==> src/rtl/stbuf_cfg_pkg.sv <==
package stbuf_cfg_pkg;

   // ----------------------------------------
   // buffer geometry
   // ----------------------------------------
   localparam int DEPTH       = 8;
   localparam int PTR_W       = 3;
   localparam int COUNT_W     = 4;   // holds 0..DEPTH
   localparam int RESOLVE_LAG = 2;   // write to commit/flush decision

   // ----------------------------------------
   // data path widths
   // ----------------------------------------
   localparam int ADDR_BITS  = 16;
   localparam int DATA_WIDTH = 32;
   localparam int BYTE_WIDTH = 4;
   localparam int LANE_BITS  = $clog2(BYTE_WIDTH);   // byte offset within a word

   typedef logic [ADDR_BITS-1:0]           addr_t;
   typedef logic [ADDR_BITS-LANE_BITS-1:0] word_addr_t;
   typedef logic [DATA_WIDTH-1:0]          data_t;
   typedef logic [BYTE_WIDTH-1:0]          byteen_t;
   typedef logic [PTR_W-1:0]               ptr_t;

endpackage

==> src/rtl/stbuf_op_pkg.sv <==
package stbuf_op_pkg;

   // access size of a store
   typedef enum logic [1:0] {
      SIZE_BYTE  = 2'd0,
      SIZE_HALF  = 2'd1,
      SIZE_WORD  = 2'd2,
      SIZE_DWORD = 2'd3
   } size_t;

   // lanes over two words, before the shift by addr[1:0]
   localparam logic [7:0] LANE_MASK_BYTE  = 8'b0000_0001;
   localparam logic [7:0] LANE_MASK_HALF  = 8'b0000_0011;
   localparam logic [7:0] LANE_MASK_WORD  = 8'b0000_1111;
   localparam logic [7:0] LANE_MASK_DWORD = 8'b1111_1111;

endpackage

==> src/rtl/stbuf_entries.sv <==
module stbuf_entries (
   input  logic                                                  clk,
   input  logic                                                  rst_n,
   input  logic                                                  store_vld,
   input  stbuf_cfg_pkg::addr_t                                  store_addr,
   input  stbuf_op_pkg::size_t                                   store_size,
   input  stbuf_cfg_pkg::data_t                                  store_data_lo,
   input  stbuf_cfg_pkg::data_t                                  store_data_hi,
   input  logic                                                  resolve_vld,
   input  logic                                                  resolve_commit,
   input  logic                                                  drain_ack,
   output logic                                                  drain_req,
   output stbuf_cfg_pkg::addr_t                                  drain_addr,
   output stbuf_cfg_pkg::byteen_t                                drain_byteen,
   output stbuf_cfg_pkg::data_t                                  drain_data,
   output logic                                                  stbuf_full,
   output logic                                                  stbuf_empty,
   output logic [stbuf_cfg_pkg::DEPTH-1:0]                       ent_vld,
   output logic [stbuf_cfg_pkg::DEPTH-1:0]                       ent_flushed,
   output stbuf_cfg_pkg::word_addr_t [stbuf_cfg_pkg::DEPTH-1:0] ent_word,
   output stbuf_cfg_pkg::byteen_t [stbuf_cfg_pkg::DEPTH-1:0]    ent_byteen,
   output stbuf_cfg_pkg::data_t [stbuf_cfg_pkg::DEPTH-1:0]      ent_data,
   output stbuf_cfg_pkg::ptr_t                                   wr_ptr,
   output logic                                                  wr_vld,
   output logic                                                  wr_dual,
   output stbuf_cfg_pkg::word_addr_t                             wr_word_lo,
   output stbuf_cfg_pkg::word_addr_t                             wr_word_hi,
   output stbuf_cfg_pkg::byteen_t                                wr_byteen_lo,
   output stbuf_cfg_pkg::byteen_t                                wr_byteen_hi
);

   localparam int LAG = stbuf_cfg_pkg::RESOLVE_LAG;

   logic [7:0]                          size_mask;
   logic [7:0]                          lane_ext;
   stbuf_cfg_pkg::ptr_t                 wr_ptr_p1;
   stbuf_cfg_pkg::ptr_t                 rd_ptr;
   stbuf_cfg_pkg::ptr_t                 res_ptr [LAG];
   logic                                res_dual [LAG];
   stbuf_cfg_pkg::ptr_t                 res_ptr_p1;
   logic [stbuf_cfg_pkg::DEPTH-1:0]     ent_drain;   // committed, may go to memory
   logic                                pop;
   logic [stbuf_cfg_pkg::COUNT_W-1:0]   count;

   // ----------------------------------------
   // write stage lanes
   // ----------------------------------------
   always_comb begin
      case (store_size)
         stbuf_op_pkg::SIZE_BYTE: size_mask = stbuf_op_pkg::LANE_MASK_BYTE;
         stbuf_op_pkg::SIZE_HALF: size_mask = stbuf_op_pkg::LANE_MASK_HALF;
         stbuf_op_pkg::SIZE_WORD: size_mask = stbuf_op_pkg::LANE_MASK_WORD;
         default:                 size_mask = stbuf_op_pkg::LANE_MASK_DWORD;
      endcase
   end

   assign lane_ext     = size_mask << store_addr[stbuf_cfg_pkg::LANE_BITS-1:0];
   assign wr_byteen_lo = lane_ext[3:0];
   assign wr_byteen_hi = lane_ext[7:4];
   assign wr_dual      = |wr_byteen_hi;   // spills into the next word
   assign wr_vld       = store_vld;
   assign wr_word_lo   = store_addr[stbuf_cfg_pkg::ADDR_BITS-1:stbuf_cfg_pkg::LANE_BITS];
   assign wr_word_hi   = wr_word_lo + 1'b1;

   assign wr_ptr_p1  = wr_ptr + 1'b1;
   assign res_ptr_p1 = res_ptr[LAG-1] + 1'b1;
   assign pop        = (drain_req & drain_ack) | ent_flushed[rd_ptr];   // flushed head drops itself

   // ----------------------------------------
   // pointers and resolve pipeline
   // ----------------------------------------
   always_ff @(posedge clk or negedge rst_n) begin
      if (!rst_n) begin
         wr_ptr   <= '0;
         rd_ptr   <= '0;
         res_ptr  <= '{default: '0};
         res_dual <= '{default: 1'b0};
      end else begin
         if (store_vld) begin
            wr_ptr <= wr_dual ? wr_ptr + stbuf_cfg_pkg::ptr_t'(2) : wr_ptr_p1;
         end
         if (pop) begin
            rd_ptr <= rd_ptr + 1'b1;
         end
         res_ptr[0]  <= wr_ptr;
         res_dual[0] <= wr_dual;
         for (int s = 1; s < LAG; s++) begin
            res_ptr[s]  <= res_ptr[s-1];
            res_dual[s] <= res_dual[s-1];
         end
      end
   end

   // ----------------------------------------
   // entry state
   // ----------------------------------------
   always_ff @(posedge clk or negedge rst_n) begin
      if (!rst_n) begin
         ent_vld     <= '0;
         ent_drain   <= '0;
         ent_flushed <= '0;
      end else begin
         for (int i = 0; i < stbuf_cfg_pkg::DEPTH; i++) begin
            if (pop && stbuf_cfg_pkg::ptr_t'(i) == rd_ptr) begin
               ent_vld[i]     <= 1'b0;
               ent_drain[i]   <= 1'b0;
               ent_flushed[i] <= 1'b0;
            end else begin
               if (store_vld && (stbuf_cfg_pkg::ptr_t'(i) == wr_ptr ||
                                 (wr_dual && stbuf_cfg_pkg::ptr_t'(i) == wr_ptr_p1))) begin
                  ent_vld[i] <= 1'b1;
               end
               if (resolve_vld && (stbuf_cfg_pkg::ptr_t'(i) == res_ptr[LAG-1] ||
                                   (res_dual[LAG-1] && stbuf_cfg_pkg::ptr_t'(i) == res_ptr_p1))) begin
                  ent_drain[i]   <= resolve_commit;
                  ent_flushed[i] <= ~resolve_commit;
               end
            end
         end
      end
   end

   // payload, low word at wr_ptr and high word right after it
   always_ff @(posedge clk) begin
      for (int i = 0; i < stbuf_cfg_pkg::DEPTH; i++) begin
         if (store_vld && stbuf_cfg_pkg::ptr_t'(i) == wr_ptr) begin
            ent_word[i]   <= wr_word_lo;
            ent_byteen[i] <= wr_byteen_lo;
            ent_data[i]   <= store_data_lo;
         end else if (store_vld && wr_dual && stbuf_cfg_pkg::ptr_t'(i) == wr_ptr_p1) begin
            ent_word[i]   <= wr_word_hi;
            ent_byteen[i] <= wr_byteen_hi;
            ent_data[i]   <= store_data_hi;
         end
      end
   end

   // ----------------------------------------
   // drain port and status
   // ----------------------------------------
   assign drain_req    = ent_drain[rd_ptr];
   assign drain_addr   = {ent_word[rd_ptr], {stbuf_cfg_pkg::LANE_BITS{1'b0}}};
   assign drain_byteen = ent_byteen[rd_ptr];
   assign drain_data   = ent_data[rd_ptr];

   always_comb begin
      count = '0;
      for (int i = 0; i < stbuf_cfg_pkg::DEPTH; i++) begin
         count = count + stbuf_cfg_pkg::COUNT_W'(ent_vld[i]);
      end
   end

   // two slots kept spare for a dual write
   assign stbuf_full  = count > stbuf_cfg_pkg::COUNT_W'(stbuf_cfg_pkg::DEPTH - 2);
   assign stbuf_empty = count == '0;

endmodule

==> src/rtl/stbuf_entry_fwd.sv <==
module stbuf_entry_fwd (
   input  stbuf_cfg_pkg::addr_t                                  load_addr,
   input  logic [stbuf_cfg_pkg::DEPTH-1:0]                       ent_vld,
   input  logic [stbuf_cfg_pkg::DEPTH-1:0]                       ent_flushed,
   input  stbuf_cfg_pkg::word_addr_t [stbuf_cfg_pkg::DEPTH-1:0] ent_word,
   input  stbuf_cfg_pkg::byteen_t [stbuf_cfg_pkg::DEPTH-1:0]    ent_byteen,
   input  stbuf_cfg_pkg::data_t [stbuf_cfg_pkg::DEPTH-1:0]      ent_data,
   input  stbuf_cfg_pkg::ptr_t                                   wr_ptr,
   output stbuf_cfg_pkg::byteen_t                                ebuf_byteen_lo,
   output stbuf_cfg_pkg::byteen_t                                ebuf_byteen_hi,
   output stbuf_cfg_pkg::data_t                                  ebuf_data_lo,
   output stbuf_cfg_pkg::data_t                                  ebuf_data_hi
);

   stbuf_cfg_pkg::word_addr_t       ld_word_lo;
   stbuf_cfg_pkg::word_addr_t       ld_word_hi;
   logic [stbuf_cfg_pkg::DEPTH-1:0] hit_lo;
   logic [stbuf_cfg_pkg::DEPTH-1:0] hit_hi;

   assign ld_word_lo = load_addr[stbuf_cfg_pkg::ADDR_BITS-1:stbuf_cfg_pkg::LANE_BITS];
   assign ld_word_hi = ld_word_lo + 1'b1;

   // word match per entry, age not yet considered
   always_comb begin
      for (int i = 0; i < stbuf_cfg_pkg::DEPTH; i++) begin
         hit_lo[i] = ent_vld[i] & ~ent_flushed[i] & (ent_word[i] == ld_word_lo);
         hit_hi[i] = ent_vld[i] & ~ent_flushed[i] & (ent_word[i] == ld_word_hi);
      end
   end

   // oldest slot sits at wr_ptr, so later iterations are younger and win
   always_comb begin : p_walk
      stbuf_cfg_pkg::ptr_t idx;
      ebuf_byteen_lo = '0;
      ebuf_byteen_hi = '0;
      ebuf_data_lo   = '0;
      ebuf_data_hi   = '0;
      for (int k = 0; k < stbuf_cfg_pkg::DEPTH; k++) begin
         idx = wr_ptr + stbuf_cfg_pkg::ptr_t'(k);
         for (int b = 0; b < stbuf_cfg_pkg::BYTE_WIDTH; b++) begin
            if (hit_lo[idx] && ent_byteen[idx][b]) begin
               ebuf_byteen_lo[b]      = 1'b1;
               ebuf_data_lo[8*b +: 8] = ent_data[idx][8*b +: 8];
            end
            if (hit_hi[idx] && ent_byteen[idx][b]) begin
               ebuf_byteen_hi[b]      = 1'b1;
               ebuf_data_hi[8*b +: 8] = ent_data[idx][8*b +: 8];
            end
         end
      end
   end

endmodule

==> src/rtl/stbuf_jit_fwd.sv <==
module stbuf_jit_fwd (
   input  stbuf_cfg_pkg::addr_t      load_addr,
   input  logic                      wr_vld,
   input  logic                      wr_dual,
   input  stbuf_cfg_pkg::word_addr_t wr_word_lo,
   input  stbuf_cfg_pkg::word_addr_t wr_word_hi,
   input  stbuf_cfg_pkg::byteen_t    wr_byteen_lo,
   input  stbuf_cfg_pkg::byteen_t    wr_byteen_hi,
   input  stbuf_cfg_pkg::data_t      store_data_lo,
   input  stbuf_cfg_pkg::data_t      store_data_hi,
   output stbuf_cfg_pkg::byteen_t    jit_byteen_lo,
   output stbuf_cfg_pkg::byteen_t    jit_byteen_hi,
   output stbuf_cfg_pkg::data_t      jit_data_lo,
   output stbuf_cfg_pkg::data_t      jit_data_hi
);

   stbuf_cfg_pkg::word_addr_t ld_word_lo;
   stbuf_cfg_pkg::word_addr_t ld_word_hi;
   logic                      lo_from_lo;   // load lo word vs store lo word
   logic                      lo_from_hi;
   logic                      hi_from_lo;
   logic                      hi_from_hi;

   assign ld_word_lo = load_addr[stbuf_cfg_pkg::ADDR_BITS-1:stbuf_cfg_pkg::LANE_BITS];
   assign ld_word_hi = ld_word_lo + 1'b1;

   // store hi part only exists on a dual write
   assign lo_from_lo = wr_vld & (wr_word_lo == ld_word_lo);
   assign lo_from_hi = wr_vld & wr_dual & (wr_word_hi == ld_word_lo);
   assign hi_from_lo = wr_vld & (wr_word_lo == ld_word_hi);
   assign hi_from_hi = wr_vld & wr_dual & (wr_word_hi == ld_word_hi);

   assign jit_byteen_lo = ({stbuf_cfg_pkg::BYTE_WIDTH{lo_from_lo}} & wr_byteen_lo) |
                          ({stbuf_cfg_pkg::BYTE_WIDTH{lo_from_hi}} & wr_byteen_hi);
   assign jit_byteen_hi = ({stbuf_cfg_pkg::BYTE_WIDTH{hi_from_lo}} & wr_byteen_lo) |
                          ({stbuf_cfg_pkg::BYTE_WIDTH{hi_from_hi}} & wr_byteen_hi);

   // the two store words never hit the same load word, so one mux per lane
   always_comb begin
      for (int b = 0; b < stbuf_cfg_pkg::BYTE_WIDTH; b++) begin
         jit_data_lo[8*b +: 8] = {8{jit_byteen_lo[b]}} &
                                 (lo_from_hi ? store_data_hi[8*b +: 8] : store_data_lo[8*b +: 8]);
         jit_data_hi[8*b +: 8] = {8{jit_byteen_hi[b]}} &
                                 (hi_from_hi ? store_data_hi[8*b +: 8] : store_data_lo[8*b +: 8]);
      end
   end

endmodule

==> src/rtl/stbuf_fwd_merge.sv <==
module stbuf_fwd_merge (
   input  logic                   clk,
   input  logic                   rst_n,
   input  logic                   load_vld,
   input  stbuf_cfg_pkg::byteen_t ebuf_byteen_lo,
   input  stbuf_cfg_pkg::byteen_t ebuf_byteen_hi,
   input  stbuf_cfg_pkg::data_t   ebuf_data_lo,
   input  stbuf_cfg_pkg::data_t   ebuf_data_hi,
   input  stbuf_cfg_pkg::byteen_t jit_byteen_lo,
   input  stbuf_cfg_pkg::byteen_t jit_byteen_hi,
   input  stbuf_cfg_pkg::data_t   jit_data_lo,
   input  stbuf_cfg_pkg::data_t   jit_data_hi,
   output stbuf_cfg_pkg::byteen_t fwd_byteen_lo,
   output stbuf_cfg_pkg::byteen_t fwd_byteen_hi,
   output stbuf_cfg_pkg::data_t   fwd_data_lo,
   output stbuf_cfg_pkg::data_t   fwd_data_hi
);

   stbuf_cfg_pkg::byteen_t byteen_lo_nxt;
   stbuf_cfg_pkg::byteen_t byteen_hi_nxt;
   stbuf_cfg_pkg::data_t   data_lo_nxt;
   stbuf_cfg_pkg::data_t   data_hi_nxt;

   // store in the write stage is younger than anything buffered
   function automatic stbuf_cfg_pkg::data_t pick_lanes(input stbuf_cfg_pkg::byteen_t jit_en,
                                                       input stbuf_cfg_pkg::data_t   jit_d,
                                                       input stbuf_cfg_pkg::data_t   ebuf_d);
      stbuf_cfg_pkg::data_t d;
      for (int b = 0; b < stbuf_cfg_pkg::BYTE_WIDTH; b++) begin
         d[8*b +: 8] = jit_en[b] ? jit_d[8*b +: 8] : ebuf_d[8*b +: 8];
      end
      return d;
   endfunction

   assign byteen_lo_nxt = (jit_byteen_lo | ebuf_byteen_lo) & {stbuf_cfg_pkg::BYTE_WIDTH{load_vld}};
   assign byteen_hi_nxt = (jit_byteen_hi | ebuf_byteen_hi) & {stbuf_cfg_pkg::BYTE_WIDTH{load_vld}};
   assign data_lo_nxt   = pick_lanes(jit_byteen_lo, jit_data_lo, ebuf_data_lo);
   assign data_hi_nxt   = pick_lanes(jit_byteen_hi, jit_data_hi, ebuf_data_hi);

   always_ff @(posedge clk or negedge rst_n) begin
      if (!rst_n) begin
         fwd_byteen_lo <= '0;
         fwd_byteen_hi <= '0;
      end else begin
         fwd_byteen_lo <= byteen_lo_nxt;
         fwd_byteen_hi <= byteen_hi_nxt;
      end
   end

   always_ff @(posedge clk) begin
      fwd_data_lo <= load_vld ? data_lo_nxt : '0;
      fwd_data_hi <= load_vld ? data_hi_nxt : '0;
   end

endmodule

==> src/rtl/stbuf_top.sv <==
module stbuf_top (
   input  logic                   clk,
   input  logic                   rst_n,
   input  logic                   store_vld,
   input  stbuf_cfg_pkg::addr_t   store_addr,
   input  stbuf_op_pkg::size_t    store_size,
   input  stbuf_cfg_pkg::data_t   store_data_lo,
   input  stbuf_cfg_pkg::data_t   store_data_hi,
   input  logic                   resolve_vld,
   input  logic                   resolve_commit,
   output logic                   drain_req,
   output stbuf_cfg_pkg::addr_t   drain_addr,
   output stbuf_cfg_pkg::byteen_t drain_byteen,
   output stbuf_cfg_pkg::data_t   drain_data,
   input  logic                   drain_ack,
   input  logic                   load_vld,
   input  stbuf_cfg_pkg::addr_t   load_addr,
   output stbuf_cfg_pkg::byteen_t fwd_byteen_lo,
   output stbuf_cfg_pkg::byteen_t fwd_byteen_hi,
   output stbuf_cfg_pkg::data_t   fwd_data_lo,
   output stbuf_cfg_pkg::data_t   fwd_data_hi,
   output logic                   stbuf_full,
   output logic                   stbuf_empty
);

   // entry arrays toward the search
   logic [stbuf_cfg_pkg::DEPTH-1:0]                       ent_vld;
   logic [stbuf_cfg_pkg::DEPTH-1:0]                       ent_flushed;
   stbuf_cfg_pkg::word_addr_t [stbuf_cfg_pkg::DEPTH-1:0] ent_word;
   stbuf_cfg_pkg::byteen_t [stbuf_cfg_pkg::DEPTH-1:0]    ent_byteen;
   stbuf_cfg_pkg::data_t [stbuf_cfg_pkg::DEPTH-1:0]      ent_data;
   stbuf_cfg_pkg::ptr_t                                   wr_ptr;

   // current write
   logic                      wr_vld;
   logic                      wr_dual;
   stbuf_cfg_pkg::word_addr_t wr_word_lo;
   stbuf_cfg_pkg::word_addr_t wr_word_hi;
   stbuf_cfg_pkg::byteen_t    wr_byteen_lo;
   stbuf_cfg_pkg::byteen_t    wr_byteen_hi;

   // partial forwarding results
   stbuf_cfg_pkg::byteen_t ebuf_byteen_lo;
   stbuf_cfg_pkg::byteen_t ebuf_byteen_hi;
   stbuf_cfg_pkg::data_t   ebuf_data_lo;
   stbuf_cfg_pkg::data_t   ebuf_data_hi;
   stbuf_cfg_pkg::byteen_t jit_byteen_lo;
   stbuf_cfg_pkg::byteen_t jit_byteen_hi;
   stbuf_cfg_pkg::data_t   jit_data_lo;
   stbuf_cfg_pkg::data_t   jit_data_hi;

   stbuf_entries stbuf_entries_inst (.*);

   stbuf_entry_fwd stbuf_entry_fwd_inst (.*);

   stbuf_jit_fwd stbuf_jit_fwd_inst (.*);

   stbuf_fwd_merge stbuf_fwd_merge_inst (.*);

endmodule

==> config.mk <==
export PLATFORM = sky130hd
export DESIGN_NAME = stbuf_top
export DESIGN_NICKNAME = d
export VERILOG_FILES = /design/src/rtl/stbuf_cfg_pkg.sv /design/src/rtl/stbuf_op_pkg.sv /design/src/rtl/stbuf_entries.sv /design/src/rtl/stbuf_entry_fwd.sv /design/src/rtl/stbuf_jit_fwd.sv /design/src/rtl/stbuf_fwd_merge.sv /design/src/rtl/stbuf_top.sv
export SDC_FILE = /design/constraint.sdc
export NUM_CORES = 2
export LEC_CHECK = 0
export BUFFER_PORTS_ARGS = -buffer_cell sky130_fd_sc_hd__clkbuf_2
export CORE_MARGIN = 3
export CORE_UTILIZATION = 27
export DETAILED_ROUTE_END_ITERATION = 6
export PLACE_DENSITY = 0.53
export SLEW_MARGIN = 10
export SYNTH_ARGS = -nofsm -noshare
export SYNTH_HDL_FRONTEND = slang
export SYNTH_SLANG_ARGS = --single-unit
==> constraint.sdc <==
create_clock -name clk -period 13.36 [get_ports clk]
set_input_delay 0 -clock clk [delete_from_list [all_inputs] [get_ports clk]]
set_output_delay 0 -clock clk [all_outputs]
set_load 0.02 [all_outputs]
Word level (Yosys, flattened, before mapping)
Cells that the tools add are included.
{"block": "word_totals", "regBits": 510, "latch_bits": 0, "ramBits": 0, "romBits": 0, "in_bits": 105, "out_inout_bits": 127, "wordCells": 687, "n_memories": 0}
{"block": "op_classes", "addsub": 18, "multipliers": 0, "n_div": 0, "magnitude_cmp": 10, "n_eq_ne": 57, "n_shift": 1, "n_mux": 316, "bitwise": 58, "reduce_logical": 169}
{"cell": "$bmux 32 s3", "count": 9}
{"cell": "$mux 32", "count": 25}
{"cell": "$mux 8", "count": 80}
{"cell": "$eq 14x14->1", "count": 20}
{"cell": "$mux 14", "count": 17}
{"cell": "$mux 1", "count": 130}
{"cell": "$logic_and 1x1->1", "count": 121}
{"cell": "$bmux 4 s3", "count": 9}
{"cell": "$mux 4", "count": 25}
{"cell": "$and 8x8->8", "count": 8}
{"cell": "$eq 3x3->1 const A", "count": 20}
{"cell": "$bmux 1 s3", "count": 18}
{"cell": "$reduce_bool 2->1", "count": 24}
{"cell": "$bmux 14 s3", "count": 1}
{"cell": "$lt 3x4->1 const B", "count": 9}
{"cell": "$and 1x1->1", "count": 30}
{"cell": "$eq 2x3->1 const A", "count": 10}
{"cell": "$add 14x1->14 const B", "count": 2}
{"cell": "$add 4x1->4", "count": 6}
{"cell": "$and 4x4->4", "count": 6}
{"cell": "$pmux 8 s3", "count": 1}
{"cell": "$logic_or 1x1->1", "count": 16}
{"cell": "$or 4x4->4", "count": 4}
{"cell": "$eq 1x3->1 const A", "count": 5}
{"cell": "15 further kinds", "count": 33}

Depth between registers and ports, before layout
{"block": "depth", "ltp_word": 16, "depth_mapped": 19, "ltp_nobuf": 14}

Cells and area by module
From an unflattened synthesis, not the netlist that was laid out.
{"block": "hier_totals", "hier_cells": 4924, "area_unflattened_um2": 48746.8}
{"mod": "stbuf_entries", "instances": 1, "cells_each": 2026, "area_each_um2": 23127.2, "seq_area_each_um2": 12962.4}
{"mod": "stbuf_entry_fwd", "instances": 1, "cells_each": 2291, "area_each_um2": 20016.7, "seq_area_each_um2": 0.0}
{"mod": "stbuf_jit_fwd", "instances": 1, "cells_each": 383, "area_each_um2": 2885.3, "seq_area_each_um2": 0.0}
{"mod": "stbuf_fwd_merge", "instances": 1, "cells_each": 224, "area_each_um2": 2717.6, "seq_area_each_um2": 1481.4}

Worst setup path before layout
No wires, ideal clock.
{"block": "synth_path", "path_type": "flip-flop to flip-flop", "from": "register stbuf_entries_inst.wr_ptr[2]", "to": "register stbuf_entries_inst.ent_byteen[12] in the netlist's numbering, enable pin", "setup_ns": 0.459, "arrival_ns": 5.528, "required_ns": 12.901, "setup_slack_ns": 7.373, "path_stages_with_launch": 12, "n_path_buf": 7, "period_less_slack_ns": 5.987, "path_cell_list": "dfrtp_1 > inv_2 > buf_1 > clkbuf_1 > clkbuf_1 > clkbuf_1 > ha_1 > clkbuf_1 > clkbuf_1 > buf_1 > a31oi_1 > nor2_1"}
{"block": "synth_between", "elab_chain_cells": 4, "elab_cells_between_ends": 6, "cone_classes": "1 x add/sub; 2 x eq/ne; 3 x reduce/logical"}
{"element": "start, declared", "line_no": "stbuf_entries.sv:23", "rtl": "output stbuf_cfg_pkg::ptr_t wr_ptr,"}
{"element": "start signal, assigned", "line_no": "stbuf_entries.sv:80", "rtl": "wr_ptr <= wr_dual ? wr_ptr + stbuf_cfg_pkg::ptr_t'(2) : wr_ptr_p1;"}
{"element": "$add 3x1->3", "line_no": "stbuf_entries.sv:65", "rtl": "assign wr_ptr_p1 = wr_ptr + 1'b1;"}
{"element": "$eq 2x3->1", "line_no": "stbuf_entries.sv:130", "rtl": "end else if (store_vld && wr_dual && stbuf_cfg_pkg::ptr_t'(i) == wr_ptr_p1) begin"}
{"element": "$logic_and 1x1->1", "line_no": "stbuf_entries.sv:130"}
{"element": "$reduce_bool 2->1 (no source line) (*)"}
{"element": "end signal, assigned by index", "line_no": "stbuf_entries.sv:128", "rtl": "ent_byteen[i] <= wr_byteen_lo;"}
{"element": "end signal, assigned by index", "line_no": "stbuf_entries.sv:132", "rtl": "ent_byteen[i] <= wr_byteen_hi;"}
{"element": "end, declared", "line_no": "stbuf_entries.sv:21", "rtl": "output stbuf_cfg_pkg::byteen_t [stbuf_cfg_pkg::DEPTH-1:0] ent_byteen,"}
Every way passes the cells marked *; elsewhere a longest branch is shown, timed or not.
A chain may end at the register's enable or synchronous reset.

Worst setup path after layout
{"block": "layout_path", "from": "register stbuf_entries_inst.wr_ptr[1]", "to": "register stbuf_fwd_merge_inst.fwd_data_hi[16]"}
{"block": "layout_between", "elab_chain_cells": 12, "elab_cells_between_ends": 72, "cone_classes": "7 x add/sub; 57 x mux; 8 x reduce/logical"}
{"element": "$add 3x1->3 (tied with other cells)", "line_no": "stbuf_entry_fwd.sv:39", "rtl": "idx = wr_ptr + stbuf_cfg_pkg::ptr_t'(k);"}
{"element": "$bmux 1 s3 (tied with other cells)", "line_no": "stbuf_entry_fwd.sv:45", "rtl": "if (hit_hi[idx] && ent_byteen[idx][b]) begin"}
{"element": "$mux 1 (not written as such) (tied with other cells)", "line_no": "stbuf_entry_fwd.sv:45"}
{"element": "$logic_and 1x1->1 or $mux 8 (tied branches)", "line_no": "stbuf_entry_fwd.sv:45"}
{"element": "$mux 8 (6 in a row)", "line_no": "stbuf_entry_fwd.sv:45"}
{"element": "$mux 8 (*)", "line_no": "stbuf_entry_fwd.sv:45"}
{"element": "$mux 8 (*)", "line_no": "stbuf_fwd_merge.sv:30", "rtl": "d[8*b +: 8] = jit_en[b] ? jit_d[8*b +: 8] : ebuf_d[8*b +: 8];"}
{"element": "end signal, assigned", "line_no": "stbuf_fwd_merge.sv:52", "rtl": "fwd_data_hi <= load_vld ? data_hi_nxt : '0;"}
{"element": "end, declared", "line_no": "stbuf_fwd_merge.sv:16", "rtl": "output stbuf_cfg_pkg::data_t fwd_data_hi"}
Every way passes the cells marked *; elsewhere a longest branch is shown, timed or not. The select of a mux whose other input is x is not followed.

==> results.md <==
* Outcome: finished, violations left
* Violated checks: negative hold slack
* Most common cell in the netlist: nand2_1
* Crit path max fanout at 56
* Met2 routed WL at 104.7 mm
* Worst Hold Class: input port to async pin
* Clk slew on worst S/H paths at 60 ps
* CP startpoint kind: register
* Slew Limit Fails at 0
* Sequential area share after synthesis at 30.30%
* Port buffer count at 227
* Most used DFF post-synth: edfxtp_1
* # DRC at 0
* Post-Route Skew at 38.75 ps
* Final setup viols at 0
* FF-to-FF path depth at 12
* WL met1 at 88.80 mm
* Initial core utilization at 27.30%
* Die area at 181,600 um2
* Post-DP HPWL at 150.1 mm
* Final Cycle Share at 53.08%
* Hold Violations, Final at 7
* CP cell instances: inv_1, ha_4, clkinv_1, nand2_1, nor3_2, a211oi_2, inv_1, a31oi_2, nand3b_1, o221ai_1, a211oi_1, o21ai_0
* Worst-margin pin slew at 1284 ps
* Global route overflow at 0
* Clock root cell: clkbuf_16
* Normalized max-slew margin at 14.39%
* First-pass GRT wire length at 326.5 mm
* Maxcap violations at 0
* Synthesized instance count at 5,092
* CTS tree: done
* Routed WL at 232.4 mm
* Area post-placement at 50,850 um2
* Peak Freq at 141.0 MHz
* Slowest cell on crit path: ha_4
* Rows at 153
* H-tree depth at 2
* Flop-to-flop setup slack at 6270 ps
* Slack of the critical path at 6269 ps
* Worst Path Required at 13,920 ps
* CP Data Arrival Time at 7660 ps
* Gpl congestion at 0.9769
* Setup_tns at 0 ps
* Number of global-route vias before repair at 42,910
* Top-area cell type share of the netlist area at 25.20%
* Detailed Routing Iterations Pass 1 at 6
* Overall Power at 12,910 uW
* Synth async-reset ratio at 9.020%
* Vias at 45,250
* Yosys reg bits at 510
* Avg Vias per Cell at 6.001
* Metal3 WL at 22.78 mm
* Synth unique cells at 116
* Uppermost layer routed: met5
* Max VDD drop at 214.1 uV
* Clock Sinks at 510
* Area Growth Syn to Fin at 13.45%
* WL/cell at 30.82 um
* Core area at 174,600 um2
* PwrDens at 238.7 nW/um2
* Post-synth EDFFs at 400
* Cell mode on critical path: inv_1
* Initial antenna violation count at 13
* Iter 0 DRT Violations at 6,445
* Avg Synthesized Cell Area at 9.360 um2
* Setup CP Type: register to register
* Leakage power at 0.02063 uW
* Share of layout cells above drive strength 1 at 19.01%
* Reg2reg end: stbuf_fwd_merge_inst.fwd_data_hi[16]
* CP Capture Type: register
* Fin util at 30.97%
* Mapped Area at 47,660 um2
* # nets final at 5,287
* Post-route ant nets at 0
* Place WS at 6628 ps
* Peak per-stage delay on the critical path at 1040 ps
* Unrepaired setup endpoints after global routing: no
* Boundary Pins at 232
* # fillers at 18,170
* Hold WS at -9.188 ps
* Synth cell count leaders: 1,402 x nand2_1, 400 x edfxtp_1, 397 x mux4_2, 299 x mux2i_1, 248 x nor2_1
* Total Routing Usage GR at 24.76%
* Clk_lat worst skew at 730 ps
* Yosys warnings at 0
* Die Y at 426.2 um
* Clock buffer depth at 3
* CTS Buf Count at 60
* Die Span X at 426.2 um
* Resized cells post-CTS at 0
* RR Startpoint: stbuf_entries_inst.wr_ptr[1]
* Largest net degree at the start of global routing at 141
* Yosys top cell by area: edfxtp_1
* Final min period at 7091 ps
* Post-route cell area at 54,070 um2
* Synth top area cells: edfxtp_1 25%, mux4_2 19%, nand2_1 11%
worst max-delay path, delay by kind of cell, from the launching register on:
family | cells | cell delay [ps]
adder cells (fa/ha/maj) | 1 | 1040
buffers and inverters | 3 | 1590
AO/OA/AOI/OAI | 5 | 2340
flip-flops | 1 | 960
AND/OR/NAND/NOR | 3 | 930
layout by cell type (no fill, tap or decap), types with 16 or more instances in the layout:
| master | n |
|---|---|
| mux2_2 | 59 |
| o221ai_1 | 37 |
| nor3_1 | 70 |
| dfxtp_1 | 64 |
| nand3_1 | 79 |
| or3_1 | 32 |
| o21ai_0 | 131 |
| and4_1 | 20 |
| a211oi_1 | 30 |
| dfrtp_1 | 40 |
| dlygate4sd3_1 | 119 |
| o211ai_1 | 33 |
| nor2_1 | 245 |
| mux4_2 | 397 |
| clkbuf_2 | 226 |
| nand2b_1 | 38 |
| a21oi_1 | 171 |
| or4_1 | 17 |
| o22ai_1 | 20 |
| clkbuf_16 | 61 |
| nor2b_1 | 32 |
| nand4_1 | 62 |
| mux2i_1 | 298 |
| o22a_1 | 19 |
| nand2_1 | 1391 |
| a31oi_1 | 16 |
| xnor2_1 | 205 |
| xor2_1 | 114 |
| nor4_1 | 60 |
| ha_1 | 20 |
| edfxtp_1 | 400 |
| inv_1 | 74 |
| a221oi_1 | 50 |
| buf_4 | 96 |
| a22oi_1 | 30 |
| a21o_1 | 17 |
how the worst max path moves through the flow:
stage | from | end | slack, ps | depth (start not counted)
5_1_grt | stbuf_entries_inst.wr_ptr[1] | stbuf_fwd_merge_inst.fwd_data_hi[16] | 6220 | 12
3_3_place_gp | stbuf_entries_inst.wr_ptr[1] | stbuf_fwd_merge_inst.fwd_data_hi[16] | 6790 | 12
3_5_place_dp | stbuf_entries_inst.wr_ptr[1] | stbuf_fwd_merge_inst.fwd_data_hi[16] | 6630 | 12
2_1_floorplan | stbuf_entries_inst.wr_ptr[2] | stbuf_entries_inst.ent_byteen[12] | 7370 | 11
6_report | stbuf_entries_inst.wr_ptr[1] | stbuf_fwd_merge_inst.fwd_data_hi[16] | 6270 | 12
4_1_cts | stbuf_entries_inst.wr_ptr[1] | stbuf_fwd_merge_inst.fwd_data_hi[16] | 6630 | 12
where the power goes:
group	leakage (uW)	internal (uW)	switching, uW
sequential	0.00473	2180	513
combinational	0.0149	3210	5240
clock	0.000979	981	784
kinds of logic after synthesis:
logic type               count (synthesis)  synth area share (%)
AO/OA/AOI/OAI                          737                 10.79
flip-flops                             510                 30.30
multiplexers                           761                 26.57
adder cells (fa/ha/maj)                 26                0.7455
other                                    1              0.007868
buffers and inverters                  528                 4.597
AND/OR/NAND/NOR                       2199                 20.65
XOR/XNOR                               330                 6.327
metal layers:
metal	global-route usage, %	vias up
met5	0	-
met4	14.28	6
met3	4.623	650
met2	38.94	3024
met1	31.79	22560
li1	-	19010
what timing repair did:
item / CTS / global route
setup buffers: 0 / 0
hold endpoints to repair: 462 / 0
hold buffers: 119 / 0
area by class of cell:
type | instances | area (um2) | share of cell area, %
diodes | 7 | 17.52 | 0.03240
flip-flops and latches | 510 | 14470 | 26.75
clock buffers | 85 | 1737 | 3.212
repair buffers | 445 | 3108 | 5.748
inverters | 84 | 317.8 | 0.5877
multi-input cells | 4055 | 31240 | 57.77
clock inverters | 28 | 277.8 | 0.5137
well taps | 2325 | 2909 | 5.380
stage by stage:
step | hold WS (ps) | std cells
final | -9.188 | 7539
after detailed placement | 215.3 | 7300
after global placement | 223.6 | 7300
after CTS | 0.06389 | 7532
after floorplan | -295.6 | 5093
after global routing | 35.11 | 7536
flip-flops by register name, indices dropped and copies added (netlist names):
| signal | cells |
|---|---|
| stbuf_entries_inst.wr_ptr | 3 |
| stbuf_fwd_merge_inst.fwd_data_hi | 32 |
| stbuf_fwd_merge_inst.fwd_byteen_lo | 4 |
| stbuf_entries_inst.ent_word | 112 |
| stbuf_entries_inst.ent_flushed | 8 |
| stbuf_entries_inst.rd_ptr | 3 |
| stbuf_entries_inst.res_ptr | 6 |
| stbuf_fwd_merge_inst.fwd_byteen_hi | 4 |
| stbuf_entries_inst.ent_vld | 8 |
| stbuf_entries_inst.ent_drain | 8 |
| stbuf_fwd_merge_inst.fwd_data_lo | 32 |
| stbuf_entries_inst.res_dual | 2 |
| stbuf_entries_inst.ent_byteen | 32 |
| stbuf_entries_inst.ent_data | 256 |
Power figures use the tool's default switching activity.
